--- config.mk ---
export PLATFORM = sky130hd
export DESIGN_NAME = fu_cond_eval
export DESIGN_NICKNAME = d
export VERILOG_FILES = /design/src/design/fu_pkg.sv /design/src/design/fu_cond_eval.sv
export VERILOG_INCLUDE_DIRS = /design/src /design/src/include
export SDC_FILE = /design/constraint.sdc
export NUM_CORES = 1
export LEC_CHECK = 0
export ABC_AREA = 1
export BUFFER_PORTS_ARGS = -buffer_cell sky130_fd_sc_hd__buf_4
export CAP_MARGIN = 20
export CORE_AREA = 2 2 39 41
export DETAILED_ROUTE_END_ITERATION = 8
export DIE_AREA = 0 0 41 43
export GPL_TIMING_DRIVEN = 0
export PLACE_DENSITY = 0.4
export SETUP_SLACK_MARGIN = 0.4
export SLEW_MARGIN = 25
export SYNTH_ARGS = -nofsm -noshare
export SYNTH_HDL_FRONTEND = slang
export SYNTH_SLANG_ARGS = --single-unit
export TNS_END_PERCENT = 1
--- constraint.sdc ---
create_clock -name vclk -period 0.8
set_input_delay 0.16 -clock vclk [all_inputs]
set_output_delay 0.16 -clock vclk [all_outputs]
set_load 0.02 [all_outputs]
--- src/include/fu_exec_cfg.svh ---
`ifndef FU_EXEC_CFG_SVH
`define FU_EXEC_CFG_SVH

// Operand and result width, tied to the 64-bit memory access
`define FU_WORD_BITS 64

// Width of a reorder buffer index
`define FU_ROB_IDX_BITS 5

// Data memory size in bytes, must be a power of two
`define FU_DMEM_BYTES 4096

`endif

--- src/design/fu_pkg.sv ---
`include "fu_exec_cfg.svh"

package fu_pkg;

  typedef enum logic [3:0] {
    PLUS,
    PLUS_SIGNED,
    MINUS,
    ORN,
    OR,
    EOR,
    AND,
    CSNEG,
    CSINC,
    CSINV,
    CSEL,
    MOV,
    PASS_A,
    LDUR,
    STUR
  } fu_op_t;

  // ARM condition code encoding
  typedef enum logic [3:0] {
    EQ, NE, CS, CC, MI, PL, VS, VC,
    HI, LS, GE, LT, GT, LE, AL, NV
  } cond_t;

  typedef struct packed {
    logic n;
    logic z;
    logic c;
    logic v;
  } nzcv_t;

  typedef struct packed {
    fu_op_t                      op;
    logic [`FU_WORD_BITS-1:0]    val_a;
    logic [`FU_WORD_BITS-1:0]    val_b;
    logic [`FU_ROB_IDX_BITS-1:0] rob_idx;
    logic                        set_nzcv;
    nzcv_t                       nzcv;
    cond_t                       cond;
  } alu_issue_t;

  // val_a is the address, val_b the store data
  typedef struct packed {
    fu_op_t                      op;
    logic [`FU_WORD_BITS-1:0]    val_a;
    logic [`FU_WORD_BITS-1:0]    val_b;
    logic [`FU_ROB_IDX_BITS-1:0] rob_idx;
  } ls_issue_t;

  typedef struct packed {
    fu_op_t                      op;
    logic [`FU_WORD_BITS-1:0]    val_a;
    logic [`FU_WORD_BITS-1:0]    val_b;
    logic [`FU_ROB_IDX_BITS-1:0] rob_idx;
    logic                        set_nzcv;
    nzcv_t                       nzcv;
    cond_t                       cond;
    logic                        is_alu;
  } exec_slot_t;

  typedef struct packed {
    logic [`FU_ROB_IDX_BITS-1:0] rob_idx;
    logic [`FU_WORD_BITS-1:0]    value;
    logic                        set_nzcv;
    nzcv_t                       nzcv;
    logic                        cond_holds;
  } rob_result_t;

endpackage

--- src/design/fu_cond_eval.sv ---
`timescale 1ns/1ps

module fu_cond_eval (
  input  fu_pkg::cond_t cond,
  input  fu_pkg::nzcv_t nzcv,
  output logic          holds
);

  logic hi;
  logic ge;
  logic gt;

  // Compound terms shared by the paired codes
  assign hi = nzcv.c & ~nzcv.z;
  assign ge = (nzcv.n == nzcv.v);
  assign gt = ~nzcv.z & ge;

  always_comb begin
    case (cond)
      fu_pkg::EQ: holds = nzcv.z;
      fu_pkg::NE: holds = ~nzcv.z;
      fu_pkg::CS: holds = nzcv.c;
      fu_pkg::CC: holds = ~nzcv.c;
      fu_pkg::MI: holds = nzcv.n;
      fu_pkg::PL: holds = ~nzcv.n;
      fu_pkg::VS: holds = nzcv.v;
      fu_pkg::VC: holds = ~nzcv.v;
      fu_pkg::HI: holds = hi;
      fu_pkg::LS: holds = ~hi;
      fu_pkg::GE: holds = ge;
      fu_pkg::LT: holds = ~ge;
      fu_pkg::GT: holds = gt;
      fu_pkg::LE: holds = ~gt;
      // AL and NV both always hold
      default:    holds = 1'b1;
    endcase
  end

endmodule

==> metrics.md <==
| Metric | Value |
|---|---|
| ANT cells | `0` |
| Port buffer count | `9` |
| Fmax | `943 MHz` |
| Crit start category | `input port` |
| Rows | `14` |
| Synth Area in Adders | `0%` |
| RSZ-0062 raised after global routing | `yes` |
| Logic pwr share | `100.0%` |
| Final hold vios | `0` |
| Multiplexer share of the synthesized area | `0%` |
| Post-route minimum period | `1.06 ns` |
| Slew Limit Fails | `0` |
| Hold Path Depth | `6` |
| NetSw | `119 uW` |
| Power per Cell Area | `539 nW/um2` |
| Hold bufs inserted after CTS | `0` |
| Synth cell types | `7` |
| Crit path DAT | `0.90 ns` |
| Sequential share of power | `0%` |
| Violated checks | `negative setup slack` |
| Design area | `428 um2` |
| Die Y | `43 um` |
| Dpl cell area | `328 um2` |
| Final period util | `133%` |
| Placer congestion estimate | `0.727` |
| Top cell by count, worst path | `nand2_1` |
| Slowest-stage cell, CP | `nor2_2` |
| Worst Path Required | `0.64 ns` |
| FF+latch count | `0` |
| Synth Instances | `57` |
| Antenna Nets Post-Route | `0` |
| Global-route wire length before repair | `1090 um` |
| Clk_buf instances | `0` |
| Routed len/inst | `8.24 um` |
| Crit Path Class | `in2out` |
| Via count | `346` |
| Global-route usage over all layers | `8.29%` |
| Sw frac | `51.8%` |
| Pleak | `0.000248 uW` |
| Core area | `1380 um2` |
| Synth Area in Compound Gates | `2.17%` |
| Post-Route WL | `676 um` |
| # setup viols final | `1` |
| Post-CTS setup buffers | `0` |
| Hold Crit Class | `in2out` |
| Ports | `9` |
| Internal power | `111 uW` |
| NumNets Final | `76` |
| Largest family of logic cells by synthesized area | `simple AND/OR/NAND/NOR gates` |
| Fin util | `30.9%` |
| Final worst slack | `-0.260 ns` |
| Cell count along the critical path | `9` |
| Measured slew at the worst slew-check pin | `0.148 ns` |
| Setup crit end kind | `output port` |
| Setup WS pre-CTS | `-0.322 ns` |
| Mean Syn Cell Area | `4.04 um2` |
| Worst slew margin | `90.1%` |
| Post-Syn Nets | `65` |
| First-pass DRT Iterations | `4` |
| Residual DRC count | `0` |
| Top Family by Delay on Critical Path | `simple AND/OR/NAND/NOR gates` |
| Initial Utilization | `16.6%` |
| Crit-path cells | `buf_12, inv_4, nand2_4, nand2_1, nand3_1, nand2_1, nor2_2, nand3_2, buf_6` |
| Via density | `4.22` |
| Initial antenna violation count | `0` |
| Simple-gate share of the synthesized area | `83.2%` |
| Share of cells above drive strength 1 | `43.9%` |
| Hold WS | `0.714 ns` |
| FF/Latch Area | `0 um2` |
| XOR/XNOR share of the synthesized area | `0%` |
| Crit-path max cell delay | `0.13 ns` |
| Maximum vdd ir drop | `0.197 mV` |
| DR iter-0 viols | `5` |
| Layout area overhead | `85.9%` |
| Status | `finished, violations left` |
| CP Max Fanout | `4` |
| Largest net degree at the start of global routing | `6` |
| Post-synthesis sequential area ratio | `0%` |
| Buf/Inv on CP | `3` |
| Clock network fraction of total power | `0%` |
| Vias in the first global route | `292` |
| Yosys warns | `0` |
| Die Wd | `41 um` |
| MaxCap Viol Count | `0` |
| DP HPWL | `553 um` |
| Mapped Area | `230 um2` |
| Die area | `1760 um2` |
| Pwr Total | `231 uW` |
| Total congestion overflow | `0` |
[cell families after synthesis]
logic type / Yosys count
simple gates: 47
buf+inv: 9
compound gates: 1
[layout by cell type, fill, tap and decap left out]
cell      n
buf_12    2
buf_4     1
buf_6     5
buf_8     1
inv_1     2
inv_2     4
inv_4     3
nand2_1  21
nand2_2   5
nand2_4   4
nand3_1   7
nand3_2   1
nor2_1    7
nor2_2    2
o21ai_2   1
[area by class of cell]
type | instances | area, um2
Multi-Input combinational cell | 48 | 248
Inverter | 9 | 41.3
Tap cell | 16 | 20.0
Timing Repair Buffer | 9 | 119
Fill cell | 159 | 956
[layer usage]
metal	vias up	wire length [um]	share of wire [%]	track usage (%)
met1	151	296	44	11.1
met4	0	0	0	0
met5	-	0	0	0
met3	0	19	2.8	0
met2	5	361	53	15.0
li1	190	-	-	-
[final timing paths]
check	start	to	slack [ns]
max	cond[1]	holds	-0.26
min	nzcv[2]	holds	0.71
[cell usage after synthesis, drive strengths merged]
cell   count  area, um2
inv        9       33.8
nor2       9       33.8
nand3      8       40.0
nand2     30        118
o21ai      1       5.00
[through the flow]
step / cells / setup TNS, ns
floorplan: 57 / -0.0112
global placement: 82 / -0.324
detailed placement: 82 / -0.322
CTS: 82 / -0.241
global route: 82 / -0.297
finish: 82 / -0.260
[what timing repair did]
| action | 4_1_cts | 5_1_grt |
|---|---|---|
| pin swaps | 7 | 14 |
| setup endpoints to repair | 1 | 1 |
| resized for setup | 18 | 15 |
[power by group through the flow]
stage | Sequential, uW | Clock, uW | Combinational, uW
after global routing | 0 | 0 | 250
after detailed placement | 0 | 0 | 168
after CTS | 0 | 0 | 203
after floorplan | 0 | 0 | 94.3
final | 0 | 0 | 231
after global placement | 0 | 0 | 171
(Power assumes the default switching activity.)
