$ cat src/include/fu_exec_cfg.svh
`ifndef FU_EXEC_CFG_SVH
`define FU_EXEC_CFG_SVH

// Operand and result width, tied to the 64-bit memory access
`define FU_WORD_BITS 64

// Width of a reorder buffer index
`define FU_ROB_IDX_BITS 5

// Data memory size in bytes, must be a power of two
`define FU_DMEM_BYTES 4096

`endif

$ cat src/design/fu_pkg.sv
`include "fu_exec_cfg.svh"

package fu_pkg;

  typedef enum logic [3:0] {
    PLUS,
    PLUS_SIGNED,
    MINUS,
    ORN,
    OR,
    EOR,
    AND,
    CSNEG,
    CSINC,
    CSINV,
    CSEL,
    MOV,
    PASS_A,
    LDUR,
    STUR
  } fu_op_t;

  // ARM condition code encoding
  typedef enum logic [3:0] {
    EQ, NE, CS, CC, MI, PL, VS, VC,
    HI, LS, GE, LT, GT, LE, AL, NV
  } cond_t;

  typedef struct packed {
    logic n;
    logic z;
    logic c;
    logic v;
  } nzcv_t;

  typedef struct packed {
    fu_op_t                      op;
    logic [`FU_WORD_BITS-1:0]    val_a;
    logic [`FU_WORD_BITS-1:0]    val_b;
    logic [`FU_ROB_IDX_BITS-1:0] rob_idx;
    logic                        set_nzcv;
    nzcv_t                       nzcv;
    cond_t                       cond;
  } alu_issue_t;

  // val_a is the address, val_b the store data
  typedef struct packed {
    fu_op_t                      op;
    logic [`FU_WORD_BITS-1:0]    val_a;
    logic [`FU_WORD_BITS-1:0]    val_b;
    logic [`FU_ROB_IDX_BITS-1:0] rob_idx;
  } ls_issue_t;

  typedef struct packed {
    fu_op_t                      op;
    logic [`FU_WORD_BITS-1:0]    val_a;
    logic [`FU_WORD_BITS-1:0]    val_b;
    logic [`FU_ROB_IDX_BITS-1:0] rob_idx;
    logic                        set_nzcv;
    nzcv_t                       nzcv;
    cond_t                       cond;
    logic                        is_alu;
  } exec_slot_t;

  typedef struct packed {
    logic [`FU_ROB_IDX_BITS-1:0] rob_idx;
    logic [`FU_WORD_BITS-1:0]    value;
    logic                        set_nzcv;
    nzcv_t                       nzcv;
    logic                        cond_holds;
  } rob_result_t;

endpackage

$ cat src/design/fu_issue_latch.sv
`timescale 1ns/1ps

module fu_issue_latch (
  input  logic               clk,
  input  logic               reset,
  input  logic               alu_start,
  input  fu_pkg::alu_issue_t alu_issue,
  input  logic               ls_start,
  input  fu_pkg::ls_issue_t  ls_issue,
  output logic               alu_ready,
  output logic               ls_ready,
  output fu_pkg::exec_slot_t slot,
  output logic               slot_valid
);

  // Each unit is busy for the one cycle after its start
  always_ff @(posedge clk) begin
    if (reset) begin
      slot_valid <= 1'b0;
      alu_ready  <= 1'b1;
      ls_ready   <= 1'b1;
    end else begin
      slot_valid <= alu_start | ls_start;
      alu_ready  <= ~alu_start;
      ls_ready   <= ~ls_start;
    end
  end

  // ALU issue wins when both strobes are high
  always_ff @(posedge clk) begin
    if (alu_start) begin
      slot.op       <= alu_issue.op;
      slot.val_a    <= alu_issue.val_a;
      slot.val_b    <= alu_issue.val_b;
      slot.rob_idx  <= alu_issue.rob_idx;
      slot.set_nzcv <= alu_issue.set_nzcv;
      slot.nzcv     <= alu_issue.nzcv;
      slot.cond     <= alu_issue.cond;
      slot.is_alu   <= 1'b1;
    end else if (ls_start) begin
      slot.op       <= ls_issue.op;
      slot.val_a    <= ls_issue.val_a;
      slot.val_b    <= ls_issue.val_b;
      slot.rob_idx  <= ls_issue.rob_idx;
      // Memory ops carry no flags
      slot.set_nzcv <= 1'b0;
      slot.nzcv     <= '0;
      slot.cond     <= fu_pkg::AL;
      slot.is_alu   <= 1'b0;
    end
  end

  // Load/store station must yield the cycle to the ALU station
  ls_alu_exclusive: assert property (
    @(posedge clk) disable iff (reset) !(ls_start && alu_start)
  ) else $error("load/store start in the same cycle as ALU start");

  // Stations start only on a high ready level
  ls_start_ready: assert property (
    @(posedge clk) disable iff (reset) ls_start |-> ls_ready
  ) else $error("load/store start while ls_ready is low");

  alu_start_ready: assert property (
    @(posedge clk) disable iff (reset) alu_start |-> alu_ready
  ) else $error("ALU start while alu_ready is low");

endmodule

$ cat config.mk
export PLATFORM = sky130hd
export DESIGN_NAME = fu_issue_latch
export DESIGN_NICKNAME = d
export VERILOG_FILES = /design/src/design/fu_pkg.sv /design/src/design/fu_issue_latch.sv
export VERILOG_INCLUDE_DIRS = /design/src /design/src/include
export SDC_FILE = /design/constraint.sdc
export NUM_CORES = 1
export LEC_CHECK = 0
export BUFFER_PORTS_ARGS = -buffer_cell sky130_fd_sc_hd__buf_2
export CORE_AREA = 2 2 170 172
export DETAILED_ROUTE_END_ITERATION = 8
export DIE_AREA = 0 0 172 174
export PLACE_DENSITY = 0.47
export SETUP_SLACK_MARGIN = 0.2
export SLEW_MARGIN = 20
export SYNTH_ARGS = -nofsm -noshare
export SYNTH_HDL_FRONTEND = slang
export SYNTH_SLANG_ARGS = --single-unit
$ cat constraint.sdc
create_clock -name clk -period 7.75 [get_ports clk]
set_input_delay 1.55 -clock clk [delete_from_list [all_inputs] [get_ports clk]]
set_output_delay 1.55 -clock clk [all_outputs]
set_load 0.03 [all_outputs]
==> run summary, run 1 <==
The total number of vias came out at 4,813. The number of buffers added for setup after CTS is 0. The via count of the first global-routing pass was 4,994.

In this run the horizontal extent of the chip is 172 µm. The final non-filler cell area came out at 9060 µm². The global-route wire length before repair came out at 28.6 mm. The HPWL reported at the end of detailed placement came out at 15.2 mm. The overall global routing resource usage is 13.0%.

The signal on the critical path passes through buf_4 > nor2b_4 > buf_4 > buf_4 > a22o_1. The number of placed instances with taps included came out at 1,130. The share of the clock period used by the worst path came out at 48.4%. For this run, the top clock speed supported by timing is 267 MHz.

Setup slack on the worst reg-to-reg path comes out at 7.20 ns. The total chip power came out at 2270 µW. By instance count, the cell type seen most on the critical path is sky130_fd_sc_hd__buf_4. The worst setup path is captured at a flop.

The required time reported for the critical path endpoint is 8.03 ns. The path class of the tightest hold or removal check is flop to flop. The data arrival time at the worst-slack endpoint came out at 4.03 ns. The number of I/O pins came out at 437. The slowest stage of the critical path belongs to the cell sky130_fd_sc_hd__buf_4. For the pin with the worst max-slew slack, the measured transition is 0.859 ns. The placement row count is 62. The area of the die is 29,900 µm². The violation count after the first detailed-routing iteration is 258.

The TritonCTS buffer count came out at 17. The detail route stage leaves a number of antenna-violating nets equal to 0. The hold buffer count at cts is 0. The worst slack at placement came out at 3.50 ns. The number of iterations in the first detailed-routing pass is 4.

For this run, the post-layout net count is 1,052. The proportion of netlist area held by the largest area contributor came out at 72.9%. The number of I/O port buffers is 436. The number of gates resized after CTS came out at 0.

The total power per unit cell area came out at 250 nW/µm². The overflow left after global routing is 0. Ranked by total cell area, the synthesized netlist is headed by sky130_fd_sc_hd__edfxtp_1, sky130_fd_sc_hd__a22o_1, sky130_fd_sc_hd__buf_6, sky130_fd_sc_hd__buf_2, sky130_fd_sc_hd__dfxtp_1. The number of H-tree levels came out at 4. When the netlist entered floorplanning its net count stood at 624.

The post-layout instance count excluding filler cells came out at 1,163. The clock transition at the registers of the reported paths came out at 0.06 ns. Sequential elements use 74.3% of the synthesized area. The average instance in the mapped netlist occupies 17.8 µm². The number of setup violations in the final report is 0. Dividing the detail-routed wire length by the instance count gives 17.6 µm.

The max-slew violation total from the final report is 0. The smallest setup slack after layout is 4.00 ns. The largest total area in the synthesized netlist belongs to sky130_fd_sc_hd__edfxtp_1. The wire length reported by the detailed router is 20.5 mm.

The critical path is of the input pin to flop type. The post-detailed-placement cell area came out at 8480 µm². The layout has 2,915 filler cells. The flip-flop and latch area is 4460 µm². The setup skew after layout came out at 0 ns.

The number of warning messages in the yosys log came out at 0. The area overhead of the layout relative to synthesis is 50.6%. The total core area came out at 28,200 µm². The initial utilization of the core area, before any placement, comes to 21.3%. The latest clock arrival within the worst-skew pair came out at 0.41 ns. The flow ran to the end, and the final reports show no timing, DRC or antenna violations. The largest net degree at the start of global routing is 82. The sort of element at the start of the critical path is an input pin. Along the worst path, the maximum fanout reaches 81. The CTS tree is yes. The number of clock sinks is 150. Routability-driven placement finished with a final weighted congestion of 0.809.

The initial antenna violation count came out at 0. The number of max-cap violations is 0. The post-route minimum period is 3.75 ns. The analysis attributes to cell leakage a power of 0.00418 µW.

Adding up every negative setup slack in the final design gives 0 ns. The largest stage delay on the critical path is 0.64 ns. Setup repair after global routing left no endpoint under its margin.

The count of cell types in the netlist is 16. In the routed design, unresolved DRC markers number 0. The synthesized cell area is 6010 µm².

The highest ir drop seen on vdd came out at 96.2 µV. The number of synthesized register bits is 150. The via count normalized by instance count is 4.14.

In this run the tightest slew margin relative to its limit is 42.7%. The tree is rooted in a sky130_fd_sc_hd__clkbuf_16. The die height came out at 174 µm. The area occupied by multi-input gates came out at 1310 µm².

The maximum number of buffers from clock root to sink is 2. The cell count after synthesis came out at 337. The number of failing hold endpoints at the final stage came out at 0. In the final layout, the share of cells above drive strength 1 is 60.9%.
## placed cells by master (no fill, tap or decap), drive strengths merged
master	instances
dfxtp	4
nand2	2
edfxtp	146
a21o	4
a22o	136
bufinv	1
inv	7
clkinvlp	3
o21ai	1
clkbuf	17
or2	1
diode	1
clkinv	5
buf	441
nor2b	2
and2	6
nand2b	2
## routing by layer
layer	GRT usage, %	part of all wire (%)	up-vias
met2	23.6	52	238
met1	14.4	39	2283
met3	3.71	8.0	18
li1	-	-	2274
met4	4.55	1.7	0
met5	0	0	-
## power breakdown
part | total [µW] | internal, µW | switching (µW) | leakage, µW
clock network | 815 | 451 | 364 | 0.000272
logic | 444 | 149 | 295 | 0.00235
registers | 1010 | 988 | 21.5 | 0.00156
## synth_stat cells (all sizes together)
master,instances
a22o,136
nand2,2
dfxtp,4
edfxtp,146
o21ai,1
and2,6
nor2b,2
clkbuf,3
buf,29
a21o,4
or2,1
inv,1
nand2b,2
## layout make-up
type	instances	share of cell area [%]
antenna	1	0.0276
clock buffer	17	4.70
inverter	1	0.0414
tap	384	5.31
sequential	150	49.3
timing repair buffer	441	24.5
multi-input combinational	154	14.5
clock inverter	15	1.60
## worst paths after layout
check | cells past startpoint | to | startpoint
worst max-delay path | 5 | slot[32]$_DFFE_PP_ | alu_start
worst min-delay path | 1 | slot[0]$_SDFFE_PP1P_ | slot[0]$_SDFFE_PP1P_
worst max register to register | 1 | slot[0]$_SDFFE_PP1P_ | slot[0]$_SDFFE_PP1P_
worst min register to register | 1 | slot[0]$_SDFFE_PP1P_ | slot[0]$_SDFFE_PP1P_
## flip-flops by register name, indices dropped and copies added, names as in the netlist
signal      flops
alu_ready       1
slot_valid      1
slot          147
ls_ready        1
## cells by family after synthesis
logic type,after synthesis,share of synthesized area (%)
buffers and inverters,33,3.95
DFF,150,74.3
and+or+nand+nor,13,1.39
AOI/OAI and AO/OA,141,20.4
## critical path: cells and delay by family
family                 cells  cell delay [ns]
AOI/OAI and AO/OA          1             0.23
and+or+nand+nor            1             0.57
buffers and inverters      3             1.58
## metrics by stage
step	hold slack [ns]	util, %
floorplan	0.623	-
global route	0.485	32.1
CTS	0.451	32.1
finish	0.444	32.1
global placement	0.431	30.0
detailed placement	0.436	30.0
Note: power is estimated with default switching activity, not from simulation.
==> run 2: changes to the inputs <==
ABC_AREA = 1   (was default)
CORE_AREA = 2 2 171 173   (was 2 2 170 172)
DIE_AREA = 0 0 173 175   (was 0 0 172 174)
PLACE_DENSITY = 0.49   (was 0.47)
clock period = 3.85 ns   (was 7.75 ns; I/O delays follow)
==> run summary, run 2 <==
The initial utilization of the core area, before any placement, comes to 23.6%. The utilization after layout is 34.3%. Dividing the synthesized area by the synthesized cell count gives 10.5 µm². The leakage power figure is 0.00494 µW. The number of gates resized after CTS came out at 0. The number of iterations in the first detailed-routing pass came out at 4. Sequential elements use 66.6% of the synthesized area. The maximum number of buffers from clock root to sink came out at 2. The largest net degree at the start of global routing came out at 141.

The critical-path maximum fanout is 47. The routed wirelength normalized by instance count came out at 15.8 µm. The via count normalized by instance count came out at 4.18.

The final layout contains 1,339 nets. The floorplan step defined a die boundary enclosing 30,300 µm². The proportion of layout cells with a drive suffix above 1 came out at 45.7%. Setup repair after global routing left no endpoint under its margin. The most common cell after layout, fill and taps aside is sky130_fd_sc_hd__buf_2. The first routing iteration left 300 violations. The max-slew violation total from the final report is 0. The required time reported for the critical path endpoint is 3.94 ns. After synthesis the cells add up to 6700 µm². The number of synthesized register bits is 150. The synthesized design spends more area on one cell type than any other, namely sky130_fd_sc_hd__edfxtp_1.

The achievable frequency is 483 MHz. For this design, the sink count on the clock tree is 150. The number of max-cap violations came out at 0.

Among all flip-flop cells after synthesis, the most frequent one is sky130_fd_sc_hd__edfxtp_1. The number of buffer and inverter instances along the worst setup path is 2. The type of the worst setup path is input pin to flop.

The top cell types in the final layout, fill and taps aside, are sky130_fd_sc_hd__buf_2, sky130_fd_sc_hd__nand2_1, sky130_fd_sc_hd__edfxtp_1. The HPWL reported at the end of detailed placement came out at 16.6 mm. The worst pin sits at a relative slew slack of 38.8%. The total chip power came out at 4720 µW. The number of I/O port buffers is 436. At the pin with the least slew margin, the transition time is 0.918 ns.

The total number of vias is 6,059. The CTS tree is yes. The number of enable-type register cells in the synthesized netlist came out at 146. The highest ir drop seen on vdd came out at 210 µV. The total negative slack for setup checks came out at 0 ns. The flow ran to the end, and the final reports show no timing, DRC or antenna violations.

The number of buffers added for setup after CTS is 0. The hold buffer count at cts is 0. CTS placed an instance of sky130_fd_sc_hd__clkbuf_16 at the clock tree root. The overall global routing resource usage came out at 14.7%.

The initial antenna violation count is 1. The die height came out at 175 µm. The region available for standard cell placement spans 28,400 µm². The number of antenna-violating nets in the routed design came out at 0. Sorting the synthesized cells by area gives the leading types as sky130_fd_sc_hd__edfxtp_1, sky130_fd_sc_hd__nand2_1, sky130_fd_sc_hd__nand3_1, sky130_fd_sc_hd__buf_2, sky130_fd_sc_hd__buf_6.

The data arrival time at the worst-slack endpoint came out at 2.16 ns. The share of flip-flops with an asynchronous set or reset is 0%. The total overflow left after global routing is 0. After synthesis, the most frequently instantiated cells are sky130_fd_sc_hd__nand2_1, sky130_fd_sc_hd__edfxtp_1, sky130_fd_sc_hd__nand3_1, sky130_fd_sc_hd__buf_2. The number of failing hold endpoints at the final stage is 0.

In this run the core area contains 62 standard-cell rows. The placer's final routability congestion estimate came out at 0.799. The Yosys step of the flow raised 0 warnings.

The sort of element at the start of the critical path is an input pin. Between clock sinks in the finished design, the worst skew comes to 0 ns. Wires add up to 23.0 mm. The latest clock arrival within the worst-skew pair came out at 0.40 ns. The proportion of netlist area held by the largest area contributor is 65.4%. The share of the clock period used by the worst path is 53.7%. The via count of the first global-routing pass came out at 5,953. The total nets after synthesis came out at 923.

The number of I/O pins came out at 437. The most common cell in the synthesized netlist is sky130_fd_sc_hd__nand2_1. slot holds more flip-flops than any other register. The post-detailed-placement cell area is 9120 µm². The number of H-tree levels is 4.

The remaining design rule violation count came out at 0. The cell count after synthesis came out at 636. The number of flip-flops under the largest register name is 147.

In this run the worst hold path is classified as flop to flop. The global-route wire length before repair came out at 34.2 mm. The floorplan step set the die width to 173 µm. Setup violations remaining at the end of the flow were counted as 0.

The post-route minimum period is 2.07 ns. The total power per unit cell area came out at 485 nW/µm². Traced cell by cell, the critical path runs through buf_4 > or2_4 > buf_12. Summing all non-filler instances in the final layout gives an area of 9740 µm². The largest stage delay on the critical path is 0.63 ns. The kind of capture point of the worst setup path is a flop. The TritonCTS buffer count is 17. The slowest cell on the critical path is sky130_fd_sc_hd__or2_4.

Fill cells in the final layout number 3,008. The kind of cell with the highest combined delay on the critical path is buffers and inverters. After clock tree synthesis, the clock-pin slew on the worst setup and hold paths is 0.06 ns. The area overhead of the layout relative to synthesis came out at 45.4%.

The count of cell types in the netlist came out at 15.
[run 2: worst paths after layout]
kind                                            from                    to  slack (ns)  cells past startpoint
worst max-delay path                       alu_start     slot[5]$_DFFE_PP_        1.78                      3
worst min-delay path            slot[0]$_SDFFE_PP1P_  slot[0]$_SDFFE_PP1P_        0.45                      2
worst max register to register  slot[0]$_SDFFE_PP1P_  slot[0]$_SDFFE_PP1P_        3.29                      2
worst min register to register  slot[0]$_SDFFE_PP1P_  slot[0]$_SDFFE_PP1P_        0.45                      2
[run 2: stage by stage]
stage,std cells,hold slack (ns),setup slack (ns)
floorplan,636,0.573,0.597
detailed placement,1417,0.446,1.28
global placement,1417,0.439,1.28
finish,1450,0.450,1.78
global route,1450,0.493,1.63
CTS,1449,0.456,1.73
[run 2: cell type report]
| class | instances | area (µm²) | area share, % |
|---|---|---|---|
| diodes | 1 | 2.50 | 0.0257 |
| clock buffers | 20 | 447 | 4.59 |
| clock inverters | 12 | 168 | 1.72 |
| inverters | 9 | 36.3 | 0.373 |
| multi-input cells | 429 | 1840 | 18.9 |
| flip-flops and latches | 150 | 4460 | 45.8 |
| well taps | 384 | 480 | 4.93 |
| repair buffers | 445 | 2300 | 23.7 |
[run 2: logic make-up (layout without fill, tap and decap cells)]
family                 count (synthesis)  after routing  synth area share [%]
DFF                                  150            150                  66.6
buffers and inverters                 57            486                  5.98
other                                  0              1                     0
AOI/OAI and AO/OA                      1              1                0.0746
and+or+nand+nor                      428            428                  27.3
[run 2: metal layers]
| layer | vias to the layer above | part of all wire [%] | GRT usage [%] |
|---|---|---|---|
| met5 | - | 0 | 0 |
| met4 | 0 | 1.8 | 4.80 |
| met3 | 23 | 6.3 | 3.96 |
| met2 | 249 | 52 | 26.0 |
| met1 | 2805 | 40 | 17.3 |
| li1 | 2982 | - | - |
[run 2: where the power goes]
part | switching (µW) | total, µW | internal [µW]
Clock | 701 | 1750 | 1050
Combinational | 648 | 930 | 282
Sequential | 49.0 | 2040 | 1990
Total | 1400 | 4720 | 3320
[run 2: worst min-delay path, cell delays in order, from the launching register on]
cell                      delay, ns
sky130_fd_sc_hd__dfxtp_1       0.31
sky130_fd_sc_hd__inv_1         0.04
sky130_fd_sc_hd__o21ai_0       0.06
