[config.mk]
export PLATFORM = sky130hd
export DESIGN_NAME = fu_result_mux
export DESIGN_NICKNAME = d
export VERILOG_FILES = /design/src/design/fu_pkg.sv /design/src/design/fu_result_mux.sv
export VERILOG_INCLUDE_DIRS = /design/src /design/src/include
export SDC_FILE = /design/constraint.sdc
export NUM_CORES = 1
export LEC_CHECK = 0
export ABC_AREA = 1
export BUFFER_PORTS_ARGS = -buffer_cell sky130_fd_sc_hd__buf_2
export CAP_MARGIN = 10
export CORE_AREA = 5 5 135 137
export DETAILED_ROUTE_END_ITERATION = 8
export DIE_AREA = 0 0 140 142
export PLACE_DENSITY = 0.56
export SETUP_SLACK_MARGIN = 0.5
export SLEW_MARGIN = 20
export SYNTH_ARGS = -nofsm -noshare
export SYNTH_HDL_FRONTEND = slang
export SYNTH_SLANG_ARGS = --single-unit
[constraint.sdc]
create_clock -name vclk -period 0.85
set_input_delay 0 -clock vclk [all_inputs]
set_output_delay 0 -clock vclk [all_outputs]
set_load 0.01 [all_outputs]
[src/include/fu_exec_cfg.svh]
`ifndef FU_EXEC_CFG_SVH
`define FU_EXEC_CFG_SVH

// Operand and result width, tied to the 64-bit memory access
`define FU_WORD_BITS 64

// Width of a reorder buffer index
`define FU_ROB_IDX_BITS 5

// Data memory size in bytes, must be a power of two
`define FU_DMEM_BYTES 4096

`endif

[src/design/fu_pkg.sv]
`include "fu_exec_cfg.svh"

package fu_pkg;

  typedef enum logic [3:0] {
    PLUS,
    PLUS_SIGNED,
    MINUS,
    ORN,
    OR,
    EOR,
    AND,
    CSNEG,
    CSINC,
    CSINV,
    CSEL,
    MOV,
    PASS_A,
    LDUR,
    STUR
  } fu_op_t;

  // ARM condition code encoding
  typedef enum logic [3:0] {
    EQ, NE, CS, CC, MI, PL, VS, VC,
    HI, LS, GE, LT, GT, LE, AL, NV
  } cond_t;

  typedef struct packed {
    logic n;
    logic z;
    logic c;
    logic v;
  } nzcv_t;

  typedef struct packed {
    fu_op_t                      op;
    logic [`FU_WORD_BITS-1:0]    val_a;
    logic [`FU_WORD_BITS-1:0]    val_b;
    logic [`FU_ROB_IDX_BITS-1:0] rob_idx;
    logic                        set_nzcv;
    nzcv_t                       nzcv;
    cond_t                       cond;
  } alu_issue_t;

  // val_a is the address, val_b the store data
  typedef struct packed {
    fu_op_t                      op;
    logic [`FU_WORD_BITS-1:0]    val_a;
    logic [`FU_WORD_BITS-1:0]    val_b;
    logic [`FU_ROB_IDX_BITS-1:0] rob_idx;
  } ls_issue_t;

  typedef struct packed {
    fu_op_t                      op;
    logic [`FU_WORD_BITS-1:0]    val_a;
    logic [`FU_WORD_BITS-1:0]    val_b;
    logic [`FU_ROB_IDX_BITS-1:0] rob_idx;
    logic                        set_nzcv;
    nzcv_t                       nzcv;
    cond_t                       cond;
    logic                        is_alu;
  } exec_slot_t;

  typedef struct packed {
    logic [`FU_ROB_IDX_BITS-1:0] rob_idx;
    logic [`FU_WORD_BITS-1:0]    value;
    logic                        set_nzcv;
    nzcv_t                       nzcv;
    logic                        cond_holds;
  } rob_result_t;

endpackage

[src/design/fu_result_mux.sv]
`timescale 1ns/1ps

`include "fu_exec_cfg.svh"

module fu_result_mux (
  input  fu_pkg::exec_slot_t       slot,
  input  logic                     slot_valid,
  input  logic [`FU_WORD_BITS-1:0] alu_value,
  input  fu_pkg::nzcv_t            alu_nzcv,
  input  logic                     cond_holds,
  input  logic [`FU_WORD_BITS-1:0] mem_rdata,
  output logic                     done,
  output fu_pkg::rob_result_t      result
);

  // One item in flight, so the slot valid bit is the done pulse
  assign done = slot_valid;

  always_comb begin
    result.rob_idx = slot.rob_idx;
    if (slot.is_alu) begin
      result.value      = alu_value;
      result.set_nzcv   = slot.set_nzcv;
      result.nzcv       = alu_nzcv;
      result.cond_holds = cond_holds;
    end else begin
      // Loads return memory data, stores echo their data
      result.value      = (slot.op == fu_pkg::LDUR) ? mem_rdata : slot.val_b;
      result.set_nzcv   = 1'b0;
      result.nzcv       = '0;
      result.cond_holds = 1'b0;
    end
  end

endmodule

==> metrics.yaml, run 1 <==
yosys_warnings: 0
seqCellArea_um2: 0
io_pins: 357
failed_checks: "setup timing"
synthCells: 506
num_vias: 4001
multiInputGateArea_mm2: 0.002337
drc: 0
maxSlewHeadroom_pct: 80.01
routedWlPerCell_um: 14.65
power_leakage_uw: 0.003356
grt_first_pass_wirelength_um: 20150
die_area_mm2: 0.01988
core_mm2: 0.01694
final_common_cell: "buf_2"
ys_types: 13
whs_ns: 0.000003919
grt_max_degree: 34
cp.arrival_ns: 1.06
antenna_left: 0
ys_seq_area_share_pct: 0
rsz0062_at_grt: "true"
grt.total_usage_pct: 12.23
nFlopsAndLatches: 0
firstDrtPassIters: 4
synth_area_mm2: 0.002592
dp.final_hpwl_um: 9189
startpoint_type: "primary input"
syn2layout_area_growth_pct: 118.7
vias_per_cell: 3.969
vdd_ir_drop_max_mv: 0.1816
min_path_type: "in2out"
antenna_found_initial: 0
drv_slew: 0
placementRows: 48
die_width_um: 140
num-nets-final: 1066
critPathKind: "in2out"
io_buffers: 273
finalWorstSetupSlack_ns: -0.2070
max_clock_freq_ghz: 0.9461
crit_required_ns: 0.85
powerDensity_mw_per_mm2: 481.5
stdcell_area_mm2: 0.005670
first_iter_violations: 136
drive_gt1_share_pct: 65.13
place.gp.congestion: 0.8805
status: "finished with violations"
fin_setup_tns_ns: -10.08
syn-num-nets: 787
fin_util_pct: 33.48
routed_wirelength_um: 14770
worst_slew_pin_slew_ns: 0.2999
crit_fanout: 8
chipHeight_um: 142
setup_violations: 64
syn_avg_cell_area_um2: 5.123
overflow: 0
fin_crit_ns: 1.057
hold_viol_final: 0
diodes: 0
grt_pass1_vias: 3997
place_area_mm2: 0.004133
fill_cells: 1790
maxCapViolations: 0
layout_common_cells: "buf_2 (229), inv_1 (128), nand2_1 (105), nand3_2 (83), nand2_2 (57)"
end_kind: "primary output"
nClkBuffers: 0
post-route-period-util_pct: 124.4
initial_core_util_pct: 15.31
[area by class of cell]
| class | count | share of cell area [%] |
|---|---|---|
| tap | 225 | 4.965 |
| multi-input combinational | 330 | 41.22 |
| timing repair buffer | 316 | 44.62 |
| inverter | 137 | 9.201 |
[cell usage after synthesis]
cell      count  area (um^2)
buf_6        10        112.6
nand3_2      41        410.4
inv_1       135        506.7
nand2_2      20        125.1
buf_12        9        180.2
buf_2         6        30.03
nand2_4       1        11.26
buf_4         9        67.56
nand3_1      87        435.4
nor2_4        1        11.26
clkbuf_1      6        22.52
nand2_1     179        671.9
inv_2         2        7.510
[routing by layer]
metal	up-vias	wire length, um	part of all wire (%)	global-route usage (%)
met1	1760	5759	39	14.74
met2	170	7691	52	22.84
met5	-	0	0	0
li1	2042	-	-	-
met3	29	910	6.2	1.445
met4	0	408	2.8	3.519
[power breakdown]
group          switching, uW  leakage [uW]  internal (uW)
combinational           1320       0.00336           1410
sequential                 0             0              0
clock                      0             0              0
total                   1320       0.00336           1410
[repair_timing]
item / 4_1_cts / 5_1_grt
setup buffers: 5 / 2
pin swaps: 16 / 79
resized for setup: 123 / 94
hold buffers: 0 / 0
setup endpoints to repair: 70 / 70
gates cloned: 9 / 14
[cell families after synthesis]
kind of cell  Yosys count  share of synthesized area (%)
simple gates          329                          64.24
buf+inv               177                          35.76
[path summary, 6_finish.rpt]
path                  start          to  slack, ns  cells after the start
setup / recovery  slot[144]  result[63]      -0.21                      9
hold / removal     slot[10]  result[70]   0.000004                      0
[stage by stage]
step / setup slack (ns) / power, uW / cells
6_report: -0.2070 / 2730 / 1008
5_1_grt: -0.2507 / 2973 / 1008
4_1_cts: -0.1898 / 2413 / 992
3_5_place_dp: -0.2219 / 1903 / 978
3_3_place_gp: -0.2131 / 1901 / 978
2_1_floorplan: 0.2015 / 1125 / 506
[worst max-delay path, stage by stage]
cell and delay [ns]:
buf_6 0.10, nor2_4 0.14, buf_6 0.16, nand2_8 0.12, clkbuf_16 0.21, nand2_4 0.07, nand3_2 0.07, nand2_2 0.08
buf_6 0.10
Note: power is estimated with default switching activity, not from simulation.
==> inputs of run 2 (changes only) <==
--- a/config.mk
+++ b/config.mk
@@ -9,12 +9,13 @@
 export ABC_AREA = 1
 export BUFFER_PORTS_ARGS = -buffer_cell sky130_fd_sc_hd__buf_2
 export CAP_MARGIN = 10
-export CORE_AREA = 5 5 135 137
+export CORE_AREA = 5 5 137 139
 export DETAILED_ROUTE_END_ITERATION = 8
-export DIE_AREA = 0 0 140 142
-export PLACE_DENSITY = 0.56
+export DIE_AREA = 0 0 142 144
+export PLACE_DENSITY = 0.55
 export SETUP_SLACK_MARGIN = 0.5
 export SLEW_MARGIN = 20
 export SYNTH_ARGS = -nofsm -noshare
 export SYNTH_HDL_FRONTEND = slang
 export SYNTH_SLANG_ARGS = --single-unit
+export TNS_END_PERCENT = 50
==> run 2 against run 1 <==
  * The flow still finishes with violations (setup timing)
  * Flip-flop and latch count unchanged
  * Worst setup slack better by 0.10 ns
  * Combinational power decreased by 22%
  * Final cell count decreased by 0.20%
  * Critical path depth shrank 1
  * Sequential share of layout area is the same
==> metrics.yaml, run 2 (synthesized netlist as in run 1, its figures left out) <==
initial_core_util_pct: 14.79  # was 15.31%
core_mm2: 0.01753  # was 0.01694 mm^2
grt_max_degree: 41  # was 34
hold_viol_final: 0  # unchanged
cp.arrival_ns: 0.96  # was 1.06 ns
startpoint_type: "primary input"  # unchanged
max_clock_freq_ghz: 1.046  # was 0.9461 GHz
crit_fanout: 25  # was 8
syn2layout_area_growth_pct: 77.61  # was 118.7%
routed_wirelength_um: 11350  # was 14770 um
rsz0062_at_grt: "true"  # unchanged
drc: 0  # unchanged
setup_violations: 64  # unchanged
io_pins: 357  # unchanged
nClkBuffers: 0  # unchanged
power_leakage_uw: 0.003045  # was 0.003356 uW
final_common_cell: "buf_2"  # unchanged
chipHeight_um: 144  # was 142 um
antenna_left: 0  # unchanged
dp.final_hpwl_um: 9508  # was 9189 um
critPathKind: "in2out"  # unchanged
status: "finished with violations"  # unchanged
fin_crit_ns: 0.9556  # was 1.057 ns
first_iter_violations: 68  # was 136
maxSlewHeadroom_pct: 86.48  # was 80.01%
dp_cells: 1002  # was 978
die_area_mm2: 0.02045  # was 0.01988 mm^2
fin_cells: 1006  # was 1008
powerDensity_mw_per_mm2: 464.2  # was 481.5 mW/mm^2
maxCapViolations: 0  # unchanged
num-nets-final: 1059  # was 1066
grt_first_pass_wirelength_um: 17090  # was 20150 um
die_width_um: 142  # was 140 um
place.gp.congestion: 0.8344  # was 0.8805
num_vias: 3764  # was 4001
drv_slew: 0  # unchanged
whs_ns: 0.00001707  # was 0.000003919 ns
end_kind: "primary output"  # unchanged
worst_slew_pin_slew_ns: 0.2028  # was 0.2999 ns
firstDrtPassIters: 4  # unchanged
layout_common_cells: "buf_2 (253), nand2_1 (161), inv_1 (133), nand3_1 (69), nand3_2 (58)"  # was buf_2 (229), inv_1 (128), nand2_1 (105), nand3_2 (83), nand2_2 (57)
grt.total_usage_pct: 9.840  # was 12.23%
io_buffers: 273  # unchanged
grt_pass1_vias: 3604  # was 3997
routedWlPerCell_um: 11.28  # was 14.65 um
seqCellArea_um2: 0  # unchanged
finalWorstSetupSlack_ns: -0.1056  # was -0.2070 ns
crit_required_ns: 0.85  # about the same
failed_checks: "setup timing"  # unchanged
nFlopsAndLatches: 0  # unchanged
vdd_ir_drop_max_mv: 0.1685  # was 0.1816 mV
min_path_type: "in2out"  # unchanged
antenna_found_initial: 0  # unchanged
post-route-period-util_pct: 112.4  # was 124.4%
drive_gt1_share_pct: 53.22  # was 65.13%
vias_per_cell: 3.742  # was 3.969
overflow: 0  # unchanged
placementRows: 49  # was 48
hold_buffers: 0  # unchanged
[run 2: cell count changes in the layout (fill, tap and decap cells not counted), sizes merged]
cell / change
clkbuf: -11
nand2: -1
diode: +1
buf: +5
[run 2: final timing paths]
| check | startpoint | end | slack [ns] | cells after the start |
|---|---|---|---|---|
| hold / removal | slot[12] | result[72] | 0.00002 | 0 |
| setup / recovery | slot[144] | result[10] | -0.11 | 8 |
[run 2: critical path, cell delays in order]
cell	delay, ns
buf_6	0.09
nor2_4	0.17
buf_12	0.20
buf_4	0.16
nand3_2	0.06
nand3_2	0.08
nand2_2	0.04
buf_2	0.13
[run 2: power by group]
part           switching, uW  total [uW]  internal [uW]
clock network              0    0.000157       0.000157
logic                   1050        2140           1080
registers                  0           0              0
total                   1050        2140           1080
[run 2: layout make-up]
class / count / area, um^2
Antenna cell: 1 / 2.502
Multi-Input combinational cell: 329 / 1808
Timing Repair Buffer: 310 / 1986
Tap cell: 229 / 286.5
Inverter: 137 / 521.8
Fill cell: 2044 / 12930
[run 2: through the flow]
| step | util [%] | power (uW) | setup TNS [ns] | setup WS, ns | cell area (um^2) |
|---|---|---|---|---|---|
| final | 26.26 | 2137 | -3.764 | -0.1056 | 4604 |
| after detailed placement | 24.58 | 1968 | -6.934 | -0.1599 | 4310 |
| after global routing | 26.25 | 2380 | -7.867 | -0.1731 | 4602 |
| after floorplan | - | 1103 | 0 | 0.2015 | 2680 |
| after CTS | 25.83 | 2124 | -4.448 | -0.1057 | 4529 |
| after global placement | 24.58 | 1963 | -7.413 | -0.1627 | 4310 |
[run 2: what timing repair did]
| action | in CTS | in global routing |
|---|---|---|
| setup buffers | 1 | 1 |
| gates resized for setup | 40 | 14 |
| setup endpoints to repair | 70 | 70 |
| pin swaps | 8 | 12 |
| gates cloned | 1 | 0 |
[run 2: metal layers]
| layer | vias to the layer above | GRT usage [%] | share of wire, % | routed length (um) |
|---|---|---|---|---|
| met5 | - | 0 | 0 | 0 |
| met4 | 0 | 1.566 | 1.5 | 175 |
| met3 | 16 | 1.753 | 9.3 | 1055 |
| met2 | 172 | 18.46 | 49 | 5556 |
| met1 | 1561 | 11.88 | 40 | 4563 |
| li1 | 2015 | - | - | - |
==> inputs of run 3 (changes only) <==
--- a/config.mk
+++ b/config.mk
@@ -14,6 +14,7 @@
 export DIE_AREA = 0 0 142 144
 export PLACE_DENSITY = 0.55
 export SETUP_SLACK_MARGIN = 0.5
+export SKIP_LAST_GASP = 1
 export SLEW_MARGIN = 20
 export SYNTH_ARGS = -nofsm -noshare
 export SYNTH_HDL_FRONTEND = slang
==> run 3 against run 2 <==
  * Core utilization is 0.96 points higher
  * Via count rose by 2.5%
  * Largest power group unchanged
  * Die area stayed put
  * Worst setup slack got worse by 0.013 ns
  * The run still ends with setup timing left
  * Combinational power increased by 2%
  * Power increased by 2.3%
  * First-iteration DRC count decreased by 13%
==> metrics.yaml, run 3 (synthesized netlist as in run 1, its figures left out) <==
critPathKind: "in2out"  # unchanged
grt.total_usage_pct: 9.757  # was 9.840%
end_kind: "primary output"  # unchanged
firstDrtPassIters: 4  # unchanged
grt_pass1_vias: 3578  # was 3604
io_pins: 357  # unchanged
worst_slew_pin_slew_ns: 0.2067  # was 0.2028 ns
max_clock_freq_ghz: 1.032  # was 1.046 GHz
placementRows: 49  # unchanged
hold_end: "result[72]"  # unchanged
grt_first_pass_wirelength_um: 16970  # was 17090 um
place_area_mm2: 0.004310  # unchanged
place.gp.congestion: 0.8344  # unchanged
min_path_type: "in2out"  # unchanged
die_width_um: 142  # unchanged
nFlopsAndLatches: 0  # unchanged
drive_gt1_share_pct: 54.76  # was 53.22%
hold_buffers: 0  # unchanged
crit_required_ns: 0.85  # about the same
stdcell_area_mm2: 0.004773  # was 0.004604 mm^2
crit_fanout: 12  # was 25
syn2layout_area_growth_pct: 84.12  # was 77.61%
routed_wirelength_um: 12610  # was 11350 um
total_power_uw: 2187  # was 2137 uW
routedWlPerCell_um: 12.40  # was 11.28 um
grt_max_degree: 41  # unchanged
antenna_left: 0  # unchanged
final_common_cell: "buf_2"  # unchanged
hold_viol_final: 0  # unchanged
seqCellArea_um2: 0  # unchanged
powerDensity_mw_per_mm2: 458.3  # was 464.2 mW/mm^2
core_mm2: 0.01753  # unchanged
num_vias: 3859  # was 3764
vdd_ir_drop_max_mv: 0.1955  # was 0.1685 mV
status: "finished with violations"  # unchanged
finalWorstSetupSlack_ns: -0.1186  # was -0.1056 ns
min_path_cells: 0  # unchanged
die_area_mm2: 0.02045  # unchanged
maxCapViolations: 0  # unchanged
dp.final_hpwl_um: 9508  # unchanged
power_leakage_uw: 0.003132  # was 0.003045 uW
rsz0062_at_grt: "true"  # unchanged
setup_violations: 64  # unchanged
io_buffers: 273  # unchanged
initial_core_util_pct: 14.79  # unchanged
post-route-period-util_pct: 113.9  # was 112.4%
failed_checks: "setup timing"  # unchanged
antenna_found_initial: 0  # unchanged
chipHeight_um: 144  # unchanged
maxSlewHeadroom_pct: 86.22  # was 86.48%
startpoint_type: "primary input"  # unchanged
hold_start: "slot[12]"  # unchanged
first_iter_violations: 59  # was 68
nClkBuffers: 0  # unchanged
drc: 0  # unchanged
vias_per_cell: 3.794  # was 3.742
overflow: 0  # unchanged
drv_slew: 0  # unchanged
layout_common_cells: "buf_2 (268), nand2_1 (156), inv_1 (134), nand3_1 (66), nand3_2 (62)"  # was buf_2 (253), nand2_1 (161), inv_1 (133), nand3_1 (69), nand3_2 (58)
num-nets-final: 1070  # was 1059
fin_crit_ns: 0.9686  # was 0.9556 ns
cp.arrival_ns: 0.97  # was 0.96 ns
## run 3: cell count changes in the layout (fill, tap and decap cells not counted), moves of 3 or more
cell | previous run | this run
buf_2 | 253 | 268
buf_4 | 15 | 24
buf_6 | 27 | 5
clkbuf_16 | 0 | 7
nand2_1 | 161 | 156
nand2_4 | 1 | 5
nand3_1 | 69 | 66
nand3_2 | 58 | 62
## run 3: how the worst max path moves through the flow
stage,start,cells after the start,end,slack (ns)
after floorplan,slot[145],7,result[27],0.20
after global placement,slot[143],9,result[69],-0.16
after detailed placement,slot[143],9,result[69],-0.16
after CTS,slot[146],9,result[51],-0.14
after global routing,slot[146],10,result[26],-0.19
final,slot[146],10,result[64],-0.12
## run 3: worst max-delay path, cell delays in order
cell	delay, ns
buf_8	0.08
inv_6	0.03
nor2_4	0.11
buf_12	0.14
buf_12	0.11
clkbuf_16	0.15
nand3_1	0.07
nand3_1	0.09
nand2_1	0.06
buf_2	0.13
## run 3: layer usage
metal / GRT usage [%] / up-vias / routed length [um] / part of all wire [%]
li1: - / 2041 / - / -
met1: 11.84 / 1632 / 5428 / 43
met2: 18.51 / 176 / 6019 / 48
met3: 1.753 / 10 / 1056 / 8.4
met4: 0.9596 / 0 / 107 / 0.85
met5: 0 / - / 0 / 0
## run 3: layout make-up
type / count / area [um^2]
tap: 229 / 286.5
timing repair buffer: 321 / 2091
fill: 2015 / 12760
inverter: 137 / 531.8
multi-input combinational: 329 / 1862
antenna: 1 / 2.502
## run 3: through the flow
step                      instances  util, %  TNS (ns)  hold WS, ns  setup WS (ns)
after floorplan                 506        -         0      0.09177         0.2015
after global placement         1002    24.58    -7.413   0.00006862        -0.1627
after detailed placement       1002    24.58    -6.934   0.00006862        -0.1599
after CTS                      1004    24.91    -7.048   0.00006862        -0.1429
after global routing           1016    27.21    -10.76   0.00002777        -0.1867
final                          1017    27.22    -6.364   0.00001707        -0.1186
## run 3: repair_timing
action                                 in CTS  in global routing
gates resized for setup                     4                 41
setup buffers                               1                  4
setup endpoints to repair                  70                 70
endpoints found under the hold margin       0                  0
gates cloned                                1                  8
pin swaps                                   0                 15
## run 3: power by group
| part | total, uW | internal [uW] | switching (uW) |
|---|---|---|---|
| clock | 0.000157 | 0.000157 | 0 |
| combinational | 2190 | 1100 | 1090 |
| sequential | 0 | 0 | 0 |
